--- config.mk ---
export PLATFORM = sky130hd
export DESIGN_NAME = lsu
export DESIGN_NICKNAME = d
export VERILOG_FILES = /design/src/hdl/lsuPkg.sv /design/src/hdl/lsuRegionCfg.sv /design/src/hdl/lsuAlign.sv /design/src/hdl/lsuReservation.sv /design/src/hdl/lsuBusCtrl.sv /design/src/hdl/lsu.sv
export SDC_FILE = /design/constraint.sdc
export NUM_CORES = 1
export LEC_CHECK = 0
export BUFFER_PORTS_ARGS = -buffer_cell sky130_fd_sc_hd__buf_2
export CORE_MARGIN = 3
export CORE_UTILIZATION = 57
export CTS_BUF_LIST = sky130_fd_sc_hd__clkbuf_16
export DETAILED_ROUTE_END_ITERATION = 10
export PLACE_DENSITY_LB_ADDON = 0.1
export SLEW_MARGIN = 25
export SYNTH_ARGS = -nofsm -noshare
export SYNTH_HDL_FRONTEND = slang
export SYNTH_HIERARCHICAL = 1
export SYNTH_SLANG_ARGS = --single-unit
--- constraint.sdc ---
create_clock -name clk -period 16.9 [get_ports clk]
set_input_delay 2.535 -clock clk [delete_from_list [all_inputs] [get_ports clk]]
set_output_delay 2.535 -clock clk [all_outputs]
set_load 0.02 [all_outputs]
--- src/hdl/lsuPkg.sv ---
package lsuPkg;

  ////////////////////////////////////////
  // Widths
  ////////////////////////////////////////

  // Data path and register width
  parameter int XLen = 32;
  // Physical address width, no translation in front of the LSU
  parameter int PAddrW = 32;

  ////////////////////////////////////////
  // Codes
  ////////////////////////////////////////

  // Access kind presented by the pipeline
  typedef enum logic [2:0] {
    opNone,
    opLoad,
    opStore,
    opLoadRes,
    opStoreCond
  } lsuOpE;

  // Size code, same encoding as funct3[1:0]
  typedef enum logic [1:0] {
    szByte,
    szHalf,
    szWord,
    szDouble
  } lsuSizeE;

  // Fault reported with the done pulse
  typedef enum logic [2:0] {
    fNone,
    fLoadMisaligned,
    fStoreMisaligned,
    fLoadAccess,
    fStoreAccess
  } lsuFaultE;

  ////////////////////////////////////////
  // Structs
  ////////////////////////////////////////

  // Request from the memory stage
  typedef struct packed {
    lsuOpE              op;
    lsuSizeE            size;
    logic               unsignedLoad;
    logic [PAddrW-1:0]  addr;
    logic [XLen-1:0]    writeData;
  } lsuReqT;

  // Response back to the pipeline, fields valid with done only
  typedef struct packed {
    logic               done;
    logic [XLen-1:0]    readData;
    lsuFaultE           fault;
    logic               scFail;
  } lsuRespT;

  // Single-beat bus request
  typedef struct packed {
    logic               read;
    logic               write;
    logic [PAddrW-1:0]  wordAddr;
    logic [XLen-1:0]    writeData;
    logic [XLen/8-1:0]  byteEn;
  } busReqT;

  // Region table entry, limit is inclusive
  typedef struct packed {
    logic               valid;
    logic               writable;
    logic [PAddrW-1:0]  base;
    logic [PAddrW-1:0]  limit;
  } regionT;

  // Stores and store-conditionals both write memory
  function automatic logic isWriteOp(lsuOpE op);
    return (op == opStore) || (op == opStoreCond);
  endfunction

endpackage

--- src/hdl/lsuRegionCfg.sv ---
`timescale 1ns/1ns

module lsuRegionCfg #(
  parameter int NumRegions = 4
) (
  input  logic                              clk,
  input  logic                              rstN,
  // Configuration write port
  input  logic                              cfgWe,
  input  logic [$clog2(NumRegions)-1:0]     cfgIdx,
  input  lsuPkg::regionT                    cfgEntry,
  // Access being checked
  input  logic [lsuPkg::PAddrW-1:0]         addr,
  input  logic                              isStore,
  output logic                              accessOk
);

  import lsuPkg::*;

  localparam int IdxW = $clog2(NumRegions);

  ////////////////////////////////////////
  // Region table
  ////////////////////////////////////////

  regionT                regions [NumRegions];
  logic [NumRegions-1:0] hit;

  // One entry written per strobe
  // Only the valid bits return to zero on reset
  always_ff @(posedge clk) begin
    for (int i = 0; i < NumRegions; i++) begin
      if (!rstN) begin
        regions[i].valid <= 1'b0;
      end else if (cfgWe && (cfgIdx == IdxW'(i))) begin
        regions[i] <= cfgEntry;
      end
    end
  end

  ////////////////////////////////////////
  // Permission check
  ////////////////////////////////////////

  // Per-entry match
  // Address inside [base, limit], and write permission for stores
  always_comb begin
    for (int i = 0; i < NumRegions; i++) begin
      hit[i] = regions[i].valid
               && (addr >= regions[i].base)
               && (addr <= regions[i].limit)
               && (!isStore || regions[i].writable);
    end
  end

  // Any matching entry grants the access
  // Overlapping entries simply OR together
  assign accessOk = |hit;

endmodule

--- src/hdl/lsuAlign.sv ---
`timescale 1ns/1ns

module lsuAlign (
  input  lsuPkg::lsuReqT                req,
  input  logic [lsuPkg::XLen-1:0]       busRdata,
  output logic                          misaligned,
  output logic [lsuPkg::XLen/8-1:0]     byteEn,
  output logic [lsuPkg::XLen-1:0]       wdataPlaced,
  output logic [lsuPkg::XLen-1:0]       loadData
);

  import lsuPkg::*;

  // Byte lanes per word
  localparam int BeW  = XLen / 8;
  localparam int OffW = $clog2(BeW);

  logic [OffW-1:0] offset;
  logic [XLen-1:0] shifted;
  logic            byteSign;
  logic            halfSign;

  // Byte offset inside the word
  assign offset = req.addr[OffW-1:0];

  ////////////////////////////////////////
  // Alignment
  ////////////////////////////////////////

  // Natural alignment per size
  // Doubleword never fits a 32-bit bus
  always_comb begin
    case (req.size)
      szByte:  misaligned = 1'b0;
      szHalf:  misaligned = offset[0];
      szWord:  misaligned = |offset;
      default: misaligned = 1'b1;
    endcase
  end

  ////////////////////////////////////////
  // Store side
  ////////////////////////////////////////

  // Byte enables follow size and offset
  always_comb begin
    case (req.size)
      szByte:  byteEn = BeW'(1) << offset;
      szHalf:  byteEn = BeW'(3) << offset;
      szWord:  byteEn = '1;
      default: byteEn = '0;
    endcase
  end

  // Replicate the low bytes into every lane
  // The enables then pick the lanes that land in memory
  always_comb begin
    case (req.size)
      szByte:  wdataPlaced = {BeW{req.writeData[7:0]}};
      szHalf:  wdataPlaced = {(BeW/2){req.writeData[15:0]}};
      default: wdataPlaced = req.writeData;
    endcase
  end

  ////////////////////////////////////////
  // Load side
  ////////////////////////////////////////

  // Move the addressed lanes down to bit 0
  assign shifted = busRdata >> {offset, 3'b000};

  // Sign fill only for signed loads
  assign byteSign = !req.unsignedLoad && shifted[7];
  assign halfSign = !req.unsignedLoad && shifted[15];

  // Extend sub-word data to the full register
  always_comb begin
    case (req.size)
      szByte:  loadData = {{(XLen-8){byteSign}}, shifted[7:0]};
      szHalf:  loadData = {{(XLen-16){halfSign}}, shifted[15:0]};
      szWord:  loadData = busRdata;
      // Doubleword never reaches the bus
      default: loadData = '0;
    endcase
  end

endmodule

--- src/hdl/lsuReservation.sv ---
`timescale 1ns/1ns

module lsuReservation (
  input  logic            clk,
  input  logic            rstN,
  input  lsuPkg::lsuReqT  req,
  // High in the done cycle of an access that moves the reservation
  input  logic            commit,
  output logic            scSquash
);

  import lsuPkg::*;

  ////////////////////////////////////////
  // Reservation register
  ////////////////////////////////////////

  logic                resValid;
  logic [PAddrW-1:2]   resAddr;
  logic [PAddrW-1:2]   reqWord;
  logic                resMatch;

  // Reservation granule is one word
  assign reqWord  = req.addr[PAddrW-1:2];
  assign resMatch = resValid && (resAddr == reqWord);

  // LR sets, any SC clears
  always_ff @(posedge clk) begin
    if (!rstN) begin
      resValid <= 1'b0;
    end else if (commit) begin
      if (req.op == opLoadRes) begin
        resValid <= 1'b1;
      end else if (req.op == opStoreCond) begin
        resValid <= 1'b0;
      end
    end
  end

  // Word address captured by an acknowledged LR
  always_ff @(posedge clk) begin
    if (commit && (req.op == opLoadRes)) begin
      resAddr <= reqWord;
    end
  end

  // SC without a live reservation on its word never reaches the bus
  assign scSquash = (req.op == opStoreCond) && !resMatch;

endmodule

--- src/hdl/lsuBusCtrl.sv ---
`timescale 1ns/1ns

module lsuBusCtrl (
  input  logic                          clk,
  input  logic                          rstN,
  input  lsuPkg::lsuReqT                req,
  input  logic                          reject,
  input  lsuPkg::lsuFaultE              fault,
  input  logic                          scSquash,
  input  logic [lsuPkg::XLen-1:0]       wdataPlaced,
  input  logic [lsuPkg::XLen/8-1:0]     byteEn,
  input  logic [lsuPkg::XLen-1:0]       loadData,
  input  logic                          busAck,
  output lsuPkg::busReqT                busReq,
  output logic                          stall,
  output lsuPkg::lsuRespT               resp,
  output logic                          commit
);

  import lsuPkg::*;

  typedef enum logic [1:0] {stIdle, stBusy, stDone, stRejectDone} stateE;

  stateE           state;
  stateE           stateNext;
  lsuOpE           opQ;
  lsuFaultE        faultQ;
  logic            scFailQ;
  logic [XLen-1:0] loadDataQ;
  logic            reqValid;
  logic            accept;

  assign reqValid = req.op != opNone;
  // Request sampled only from idle
  assign accept   = (state == stIdle) && reqValid;

  ////////////////////////////////////////
  // FSM
  ////////////////////////////////////////

  always_comb begin
    stateNext = state;
    case (state)
      stIdle:       if (reqValid) stateNext = reject ? stRejectDone : stBusy;
      stBusy:       if (busAck) stateNext = stDone;
      default:      stateNext = stIdle;
    endcase
  end

  always_ff @(posedge clk) begin
    if (!rstN) state <= stIdle;
    else       state <= stateNext;
  end

  ////////////////////////////////////////
  // Bus request and captured access
  ////////////////////////////////////////

  always_ff @(posedge clk) begin
    // Payload captured at acceptance
    if (accept) begin
      busReq.wordAddr  <= {req.addr[PAddrW-1:2], 2'b00};
      busReq.writeData <= wdataPlaced;
      busReq.byteEn    <= byteEn;
      opQ              <= req.op;
      faultQ           <= fault;
      // A faulting SC reports the fault, not a failure
      scFailQ          <= scSquash && (fault == fNone);
    end
    // Load data held from the ack edge
    if ((state == stBusy) && busAck) loadDataQ <= loadData;
    // Strobes up from cycle 1 until the ack cycle
    if (!rstN) begin
      busReq.read  <= 1'b0;
      busReq.write <= 1'b0;
    end else if (accept && !reject) begin
      busReq.read  <= !isWriteOp(req.op);
      busReq.write <= isWriteOp(req.op);
    end else if ((state == stBusy) && busAck) begin
      busReq.read  <= 1'b0;
      busReq.write <= 1'b0;
    end
  end

  ////////////////////////////////////////
  // Pipeline side
  ////////////////////////////////////////

  // Low again in the done cycle
  assign stall  = accept || (state == stBusy);
  // Every SC clears the reservation whether it fails or faults
  assign commit = (state == stDone) || ((state == stRejectDone) && (opQ == opStoreCond));

  always_comb begin
    resp = '0;
    case (state)
      stDone: begin
        resp.done     = 1'b1;
        // Stores and successful SC return zero
        resp.readData = isWriteOp(opQ) ? '0 : loadDataQ;
      end
      stRejectDone: begin
        resp.done     = 1'b1;
        resp.fault    = faultQ;
        resp.scFail   = scFailQ;
        resp.readData = XLen'(scFailQ);
      end
      default: resp = '0;
    endcase
  end

endmodule

--- src/hdl/lsu.sv ---
`timescale 1ns/1ns

module lsu #(
  parameter int NumRegions = 4
) (
  input  logic                              clk,
  input  logic                              rstN,
  // Pipeline side
  input  lsuPkg::lsuReqT                    req,
  output lsuPkg::lsuRespT                   resp,
  output logic                              stall,
  // Region table writes
  input  logic                              cfgWe,
  input  logic [$clog2(NumRegions)-1:0]     cfgIdx,
  input  lsuPkg::regionT                    cfgEntry,
  // External bus
  output lsuPkg::busReqT                    busReq,
  input  logic                              busAck,
  input  logic [lsuPkg::XLen-1:0]           busRdata
);

  import lsuPkg::*;

  logic                accessOk;
  logic                misaligned;
  logic [XLen/8-1:0]   byteEn;
  logic [XLen-1:0]     wdataPlaced;
  logic [XLen-1:0]     loadData;
  logic                scSquash;
  logic                commit;
  logic                isStore;
  logic                reject;
  lsuFaultE            fault;

  // SC checks store permission too
  assign isStore = isWriteOp(req.op);

  ////////////////////////////////////////
  // Checks
  ////////////////////////////////////////

  lsuRegionCfg #(
    .NumRegions(NumRegions)
  ) regionCfg_i (
    .clk      (clk),
    .rstN     (rstN),
    .cfgWe    (cfgWe),
    .cfgIdx   (cfgIdx),
    .cfgEntry (cfgEntry),
    .addr     (req.addr),
    .isStore  (isStore),
    .accessOk (accessOk)
  );

  lsuAlign align_i (
    .req         (req),
    .busRdata    (busRdata),
    .misaligned  (misaligned),
    .byteEn      (byteEn),
    .wdataPlaced (wdataPlaced),
    .loadData    (loadData)
  );

  lsuReservation reservation_i (
    .clk      (clk),
    .rstN     (rstN),
    .req      (req),
    .commit   (commit),
    .scSquash (scSquash)
  );

  // Misalignment wins over a region fault
  // Load or store flavor follows the op
  always_comb begin
    if (misaligned)     fault = isStore ? fStoreMisaligned : fLoadMisaligned;
    else if (!accessOk) fault = isStore ? fStoreAccess : fLoadAccess;
    else                fault = fNone;
  end

  // No bus access for faults or a lost SC
  assign reject = (fault != fNone) || scSquash;

  ////////////////////////////////////////
  // Access sequencing
  ////////////////////////////////////////

  lsuBusCtrl busCtrl_i (
    .clk         (clk),
    .rstN        (rstN),
    .req         (req),
    .reject      (reject),
    .fault       (fault),
    .scSquash    (scSquash),
    .wdataPlaced (wdataPlaced),
    .byteEn      (byteEn),
    .loadData    (loadData),
    .busAck      (busAck),
    .busReq      (busReq),
    .stall       (stall),
    .resp        (resp),
    .commit      (commit)
  );

endmodule

# ---- Word level (Yosys, flattened, before mapping)
# Memory sizes are Yosys's and may differ from the RTL's.
# Cells that the tools add are included.
dict set report op_classes {
  order_cmp 8
  eq_ne 16
  shifts 3
  mux 36
  n_bitwise 4
  n_reduce_logical 51
}
# operator n
set op_table {}
lappend op_table {{$ge A32 B32 Y1} 4}
lappend op_table {{$le A32 B32 Y1} 4}
lappend op_table {{$pmux W32 S3} 1}
lappend op_table {{$pmux W33 S2} 1}
lappend op_table {{$pmux W32 S2} 1}
lappend op_table {{$mux W32} 1}
lappend op_table {{$shr A32 B5 Y16} 1}
lappend op_table {{$eq A30 B30 Y1} 1}
lappend op_table {{$logic_and A1 B1 Y1} 26}
lappend op_table {{$mux W1} 19}
lappend op_table {{$mux W2} 6}
lappend op_table {{$pmux W4 S3} 1}
lappend op_table {{$eq A2 B2 Y1 const B} 5}
lappend op_table {{$eq A3 B2 Y1 const B} 3}
lappend op_table {{$logic_or A1 B1 Y1} 9}
lappend op_table {{$mux W3} 3}
lappend op_table {{$eq A2 B1 Y1 const B} 3}
lappend op_table {{$eq A3 B3 Y1 const B} 2}
lappend op_table {{$logic_not A2 Y1} 3}
lappend op_table {{$reduce_bool A3 Y1} 2}
lappend op_table {{$logic_not A1 Y1} 4}
lappend op_table {{$mux W4} 1}
lappend op_table {{$or A1 B1 Y1} 4}
lappend op_table {{$pmux W2 S2} 1}
lappend op_table {{other kinds (10)} 12}
dict set report word_totals {
  ff_bits 140
  mem_bits_rw 264
  input_bits 174
  out_inout_bits 108
  mem_count 1
}
# memory words width read_ports rd_clocked_by_memory_dff wr line_no
set memory_table {}
lappend memory_table {regionCfg_i.regions 4 66 4 0 4 lsuRegionCfg.sv:26} ;# regionT regions [NumRegions];

# ---- Logic depth before layout (Yosys ltp)
dict set report depth {
  depth_word 13
  ltp_mapped 13
}

# ---- By module
# Netlist, hierarchy kept.
# mod instances cells_per_inst area_per_inst_um2 seq_area_each_um2
set by_module_without_submodules {}
lappend by_module_without_submodules {lsuRegionCfg 1 1178 14410.1 7917.6}
lappend by_module_without_submodules {lsuBusCtrl 1 181 3692.3 3233.1}
lappend by_module_without_submodules {lsuReservation 1 78 1285.0 920.9}
lappend by_module_without_submodules {lsuAlign 1 161 1178.6 0.0}
lappend by_module_without_submodules {lsu 1 8 56.3 0.0}

# ---- Least setup slack after synthesis
# No wires, ideal clock.
dict set report synth_timing {
  kind {input port to flip-flop}
  startpoint {input rstN}
  endpoint {memory regionCfg_i/regions[2][65] (netlist bit)}
  setup_time_ns 0.362
  t_arrival_ns 7.897
  required_ns 16.538
  slack_ns 8.640
  stages 3
  cell_sequence {nand2_1 > nor3b_1 > o21ai_0}
}
# element line_no
set synth_rtl {}
lappend synth_rtl {{start, declared} lsu.sv:7} ;# input logic rstN,
lappend synth_rtl {{end, declared} lsuRegionCfg.sv:26}

# ---- Worst setup path in the final report
dict set report layout_timing {
  startpoint {input req[69] (netlist bit)}
  endpoint {output stall}
}
dict set report layout_via {
  elab_chain_len 3
}
# element line_no
set layout_lines {}
lappend layout_lines {{start, declared} lsu.sv:9} ;# input lsuPkg::lsuReqT req,
lappend layout_lines {{$reduce_bool A3 Y1} lsuBusCtrl.sv:33} ;# assign reqValid = req.op != opNone;
lappend layout_lines {{$logic_and A1 B1 Y1} lsuBusCtrl.sv:35} ;# assign accept = (state == stIdle) && reqValid;
lappend layout_lines {{$logic_or A1 B1 Y1} lsuBusCtrl.sv:90} ;# assign stall = accept || (state == stBusy);
lappend layout_lines {{end, declared} lsu.sv:11} ;# output logic stall,
# No other way between the ends.

==> results.json <==
{
  "run_status": "complete, no violations",
  "yosysMostFrequentCell": "edfxtp_1",
  "critPathKind": "in2out",
  "yosysTopAreaCell": "edfxtp_1",
  "max-vdd-ir-drop_uv": 86.9,
  "clk_transition_reported_paths_ps": 60,
  "ant_nets": 0,
  "r2r_slack_ps": 13250,
  "r2r-end": "busCtrl_i/scFailQ",
  "portBuffers": 279,
  "cts_tree": "yes",
  "post-cts-setup-buffer-count": 0,
  "cp.arrival_ps": 3600,
  "areaGrowthSynthToFinish_pct": 15.6,
  "dpl_worst_slack_ps": 10350,
  "start_util_pct": 57.8,
  "finClkSkew_ps": 20.4,
  "drt-wirelength-per-cell_um": 21.0,
  "synthCells": 1606,
  "cp_slowest_stage_delay_ps": 570,
  "synthArstFlopShare_pct": 0,
  "synth_top_area_share_pct": 58.0,
  "stdcell_count": 2403,
  "ioPinCount": 282,
  "fmax_ghz": 0.163,
  "crit_start": "req[69]",
  "crit_required_ps": 14370,
  "dr.first_iter.drc_count": 962,
  "critPathLaunchType": "primary input",
  "htreeDepth": 2,
  "avgSynthCellArea_um2": 12.8,
  "drcViolationCount": 0,
  "fin_util_pct": 66.8,
  "vias": 13600,
  "worst_pin_slew_ps": 1100,
  "cp-end-kind": "primary output",
  "hold_viol": 0,
  "cp_common_cell": "buf_2",
  "netlist_top_cells_count": "edfxtp_1, inv_1, ha_1, a21oi_1, nand2_1",
  "dieArea_um2": 38500,
  "via_per_inst": 5.68,
  "finalNetCount": 2338,
  "p_leak_nw": 10.6,
  "power-per-cell-area_nw_per_um2": 98.4,
  "drive_gt1_share_pct": 20.2,
  "clock_latency_ps": 570,
  "hold_start": "regionCfg_i/regions[2][65]",
  "max-cap-violations": 0,
  "reg2reg_depth": 11,
  "slew_headroom_pct": 26.0,
  "setup_tns_ps": 0,
  "grt_max_degree": 70,
  "critPathBufInv": 2,
  "dieWidth_um": 196,
  "worstReg2RegStart": "regionCfg_i/regions[0][41]",
  "period_needed_ps": 6130,
  "ys_warn_count": 6,
  "cts-buffers-inserted": 42,
  "slew_violations": 0,
  "wl_mm": 50.5,
  "cp.depth": 4,
  "cts.sinks": 404,
  "timing.final.ws_setup_ps": 10770,
  "synth_area_um2": 20600,
  "min_to": "regionCfg_i/regions[2][65]",
  "dp_cells": 2324,
  "worst_hold_slack_ps": 473,
  "overflow": 0,
  "crit_family": "simple AND/OR/NAND/NOR gates",
  "fin_crit_sh_pct": 36.3,
  "hold_depth": 2,
  "ys_ff_latch": 404,
  "cp_cell_sequence": "buf_2 > nor3_1 > a21oi_1 > buf_2",
  "holdBufCountCts": 0,
  "antenna_found_initial": 5,
  "hp-class": "reg2reg",
  "multi_input_area_um2": 7410,
  "grt_pass1_wl_mm": 75.6,
  "rsz0062_at_grt": "no",
  "design_area_um2": 23800,
  "p_total_mw": 2.34,
  "cts_root_buf": "clkbuf_16",
  "ys_types": 64,
  "synth_edf_count": 398,
  "yosysSeqAreaShare_pct": 58.5,
  "rows": 69,
  "cts_resized": 0,
  "ctsLongestPathBuffers": 3,
  "fill_cells": 2739,
  "fp.coreArea_um2": 35700,
  "path_max_fanout": 8,
  "place_area_um2": 22500,
  "fp.dieH_um": 196,
  "synth_flop_cell": "edfxtp_1",
  "firstDrtPassIters": 5,
  "register_area_um2": 12100,
  "grt_pass1_vias": 13200,
  "track_usage_pct": 25.7,
  "slowest_stage": "nor3_1",
  "netlist_top_cells_area": "edfxtp_1, ha_1, inv_1",
  "gp_congestion": 0.887,
  "setup_viol": 0,
  "hpwl_mm": 36.3
}
## area by class of cell
cell class,instances,share of cell area [%]
tap,461,2.42
sequential,404,50.7
timing repair buffer,290,6.29
multi-input combinational,908,31.1
antenna,3,0.0315
clock inverter,30,0.646
inverter,262,4.13
clock buffer,45,4.72
## cell families after synthesis
family	count (synthesis)	synth area share [%]
buffers and inverters	295	5.67
DFF	404	58.5
adders and majority gates	256	15.5
and+or+nand+nor	290	7.69
xor gates and xnor gates	33	1.40
muxes	39	2.13
AOI/OAI and AO/OA	288	9.02
other	1	0.0182
## worst max path at each step
stage                                 end  slack [ps]
2_1_floorplan  regionCfg_i/regions[2][65]        8640
3_3_place_gp            busCtrl_i/scFailQ       10500
3_5_place_dp            busCtrl_i/scFailQ       10350
4_1_cts                             stall       10780
5_1_grt                 busCtrl_i/scFailQ       10610
6_report                            stall       10770
## per-layer routing
layer	share of wire (%)	GRT usage, %
met1	42	34.9
met2	47	42.6
met3	8.4	4.74
met4	2.4	8.00
met5	0.069	0
## flip-flops by register name, indices dropped and copies added, names as in the netlist
signal / cells
reservation_i/resValid: 1
busCtrl_i/faultQ: 3
busCtrl_i/state: 2
busCtrl_i/scFailQ: 1
busCtrl_i/loadDataQ: 32
busCtrl_i/busReq: 68
reservation_i/resAddr: 30
regionCfg_i/regions: 264
busCtrl_i/opQ: 3
## placed cells by master (no fill, tap or decap), types with 34 or more instances in the layout
cell	n
a21o_1	54
nand2_1	68
o21ai_0	56
edfxtp_1	398
clkbuf_16	45
and2_1	34
inv_1	268
ha_1	256
buf_2	279
nand4_1	51
a21oi_1	97
## power breakdown
| part | internal [mW] | switching [mW] | total, mW | leakage (nW) |
|---|---|---|---|---|
| registers | 1.16 | 0.0150 | 1.18 | 3.72 |
| logic | 0.106 | 0.194 | 0.300 | 6.21 |
| clock network | 0.492 | 0.374 | 0.867 | 0.665 |
## worst register-to-register path, cell delays in order (launching register included)
cell and delay [ps]:
edfxtp_1 350, inv_1 60, ha_1 230, a21o_1 190, a21o_1 180, a221o_1 330, a2111oi_0 870, o21ai_0 210
a32oi_1 200, o211ai_1 250, nor4_1 400, nor4b_1 100
No activity file was read; power rests on OpenSTA's default activity.
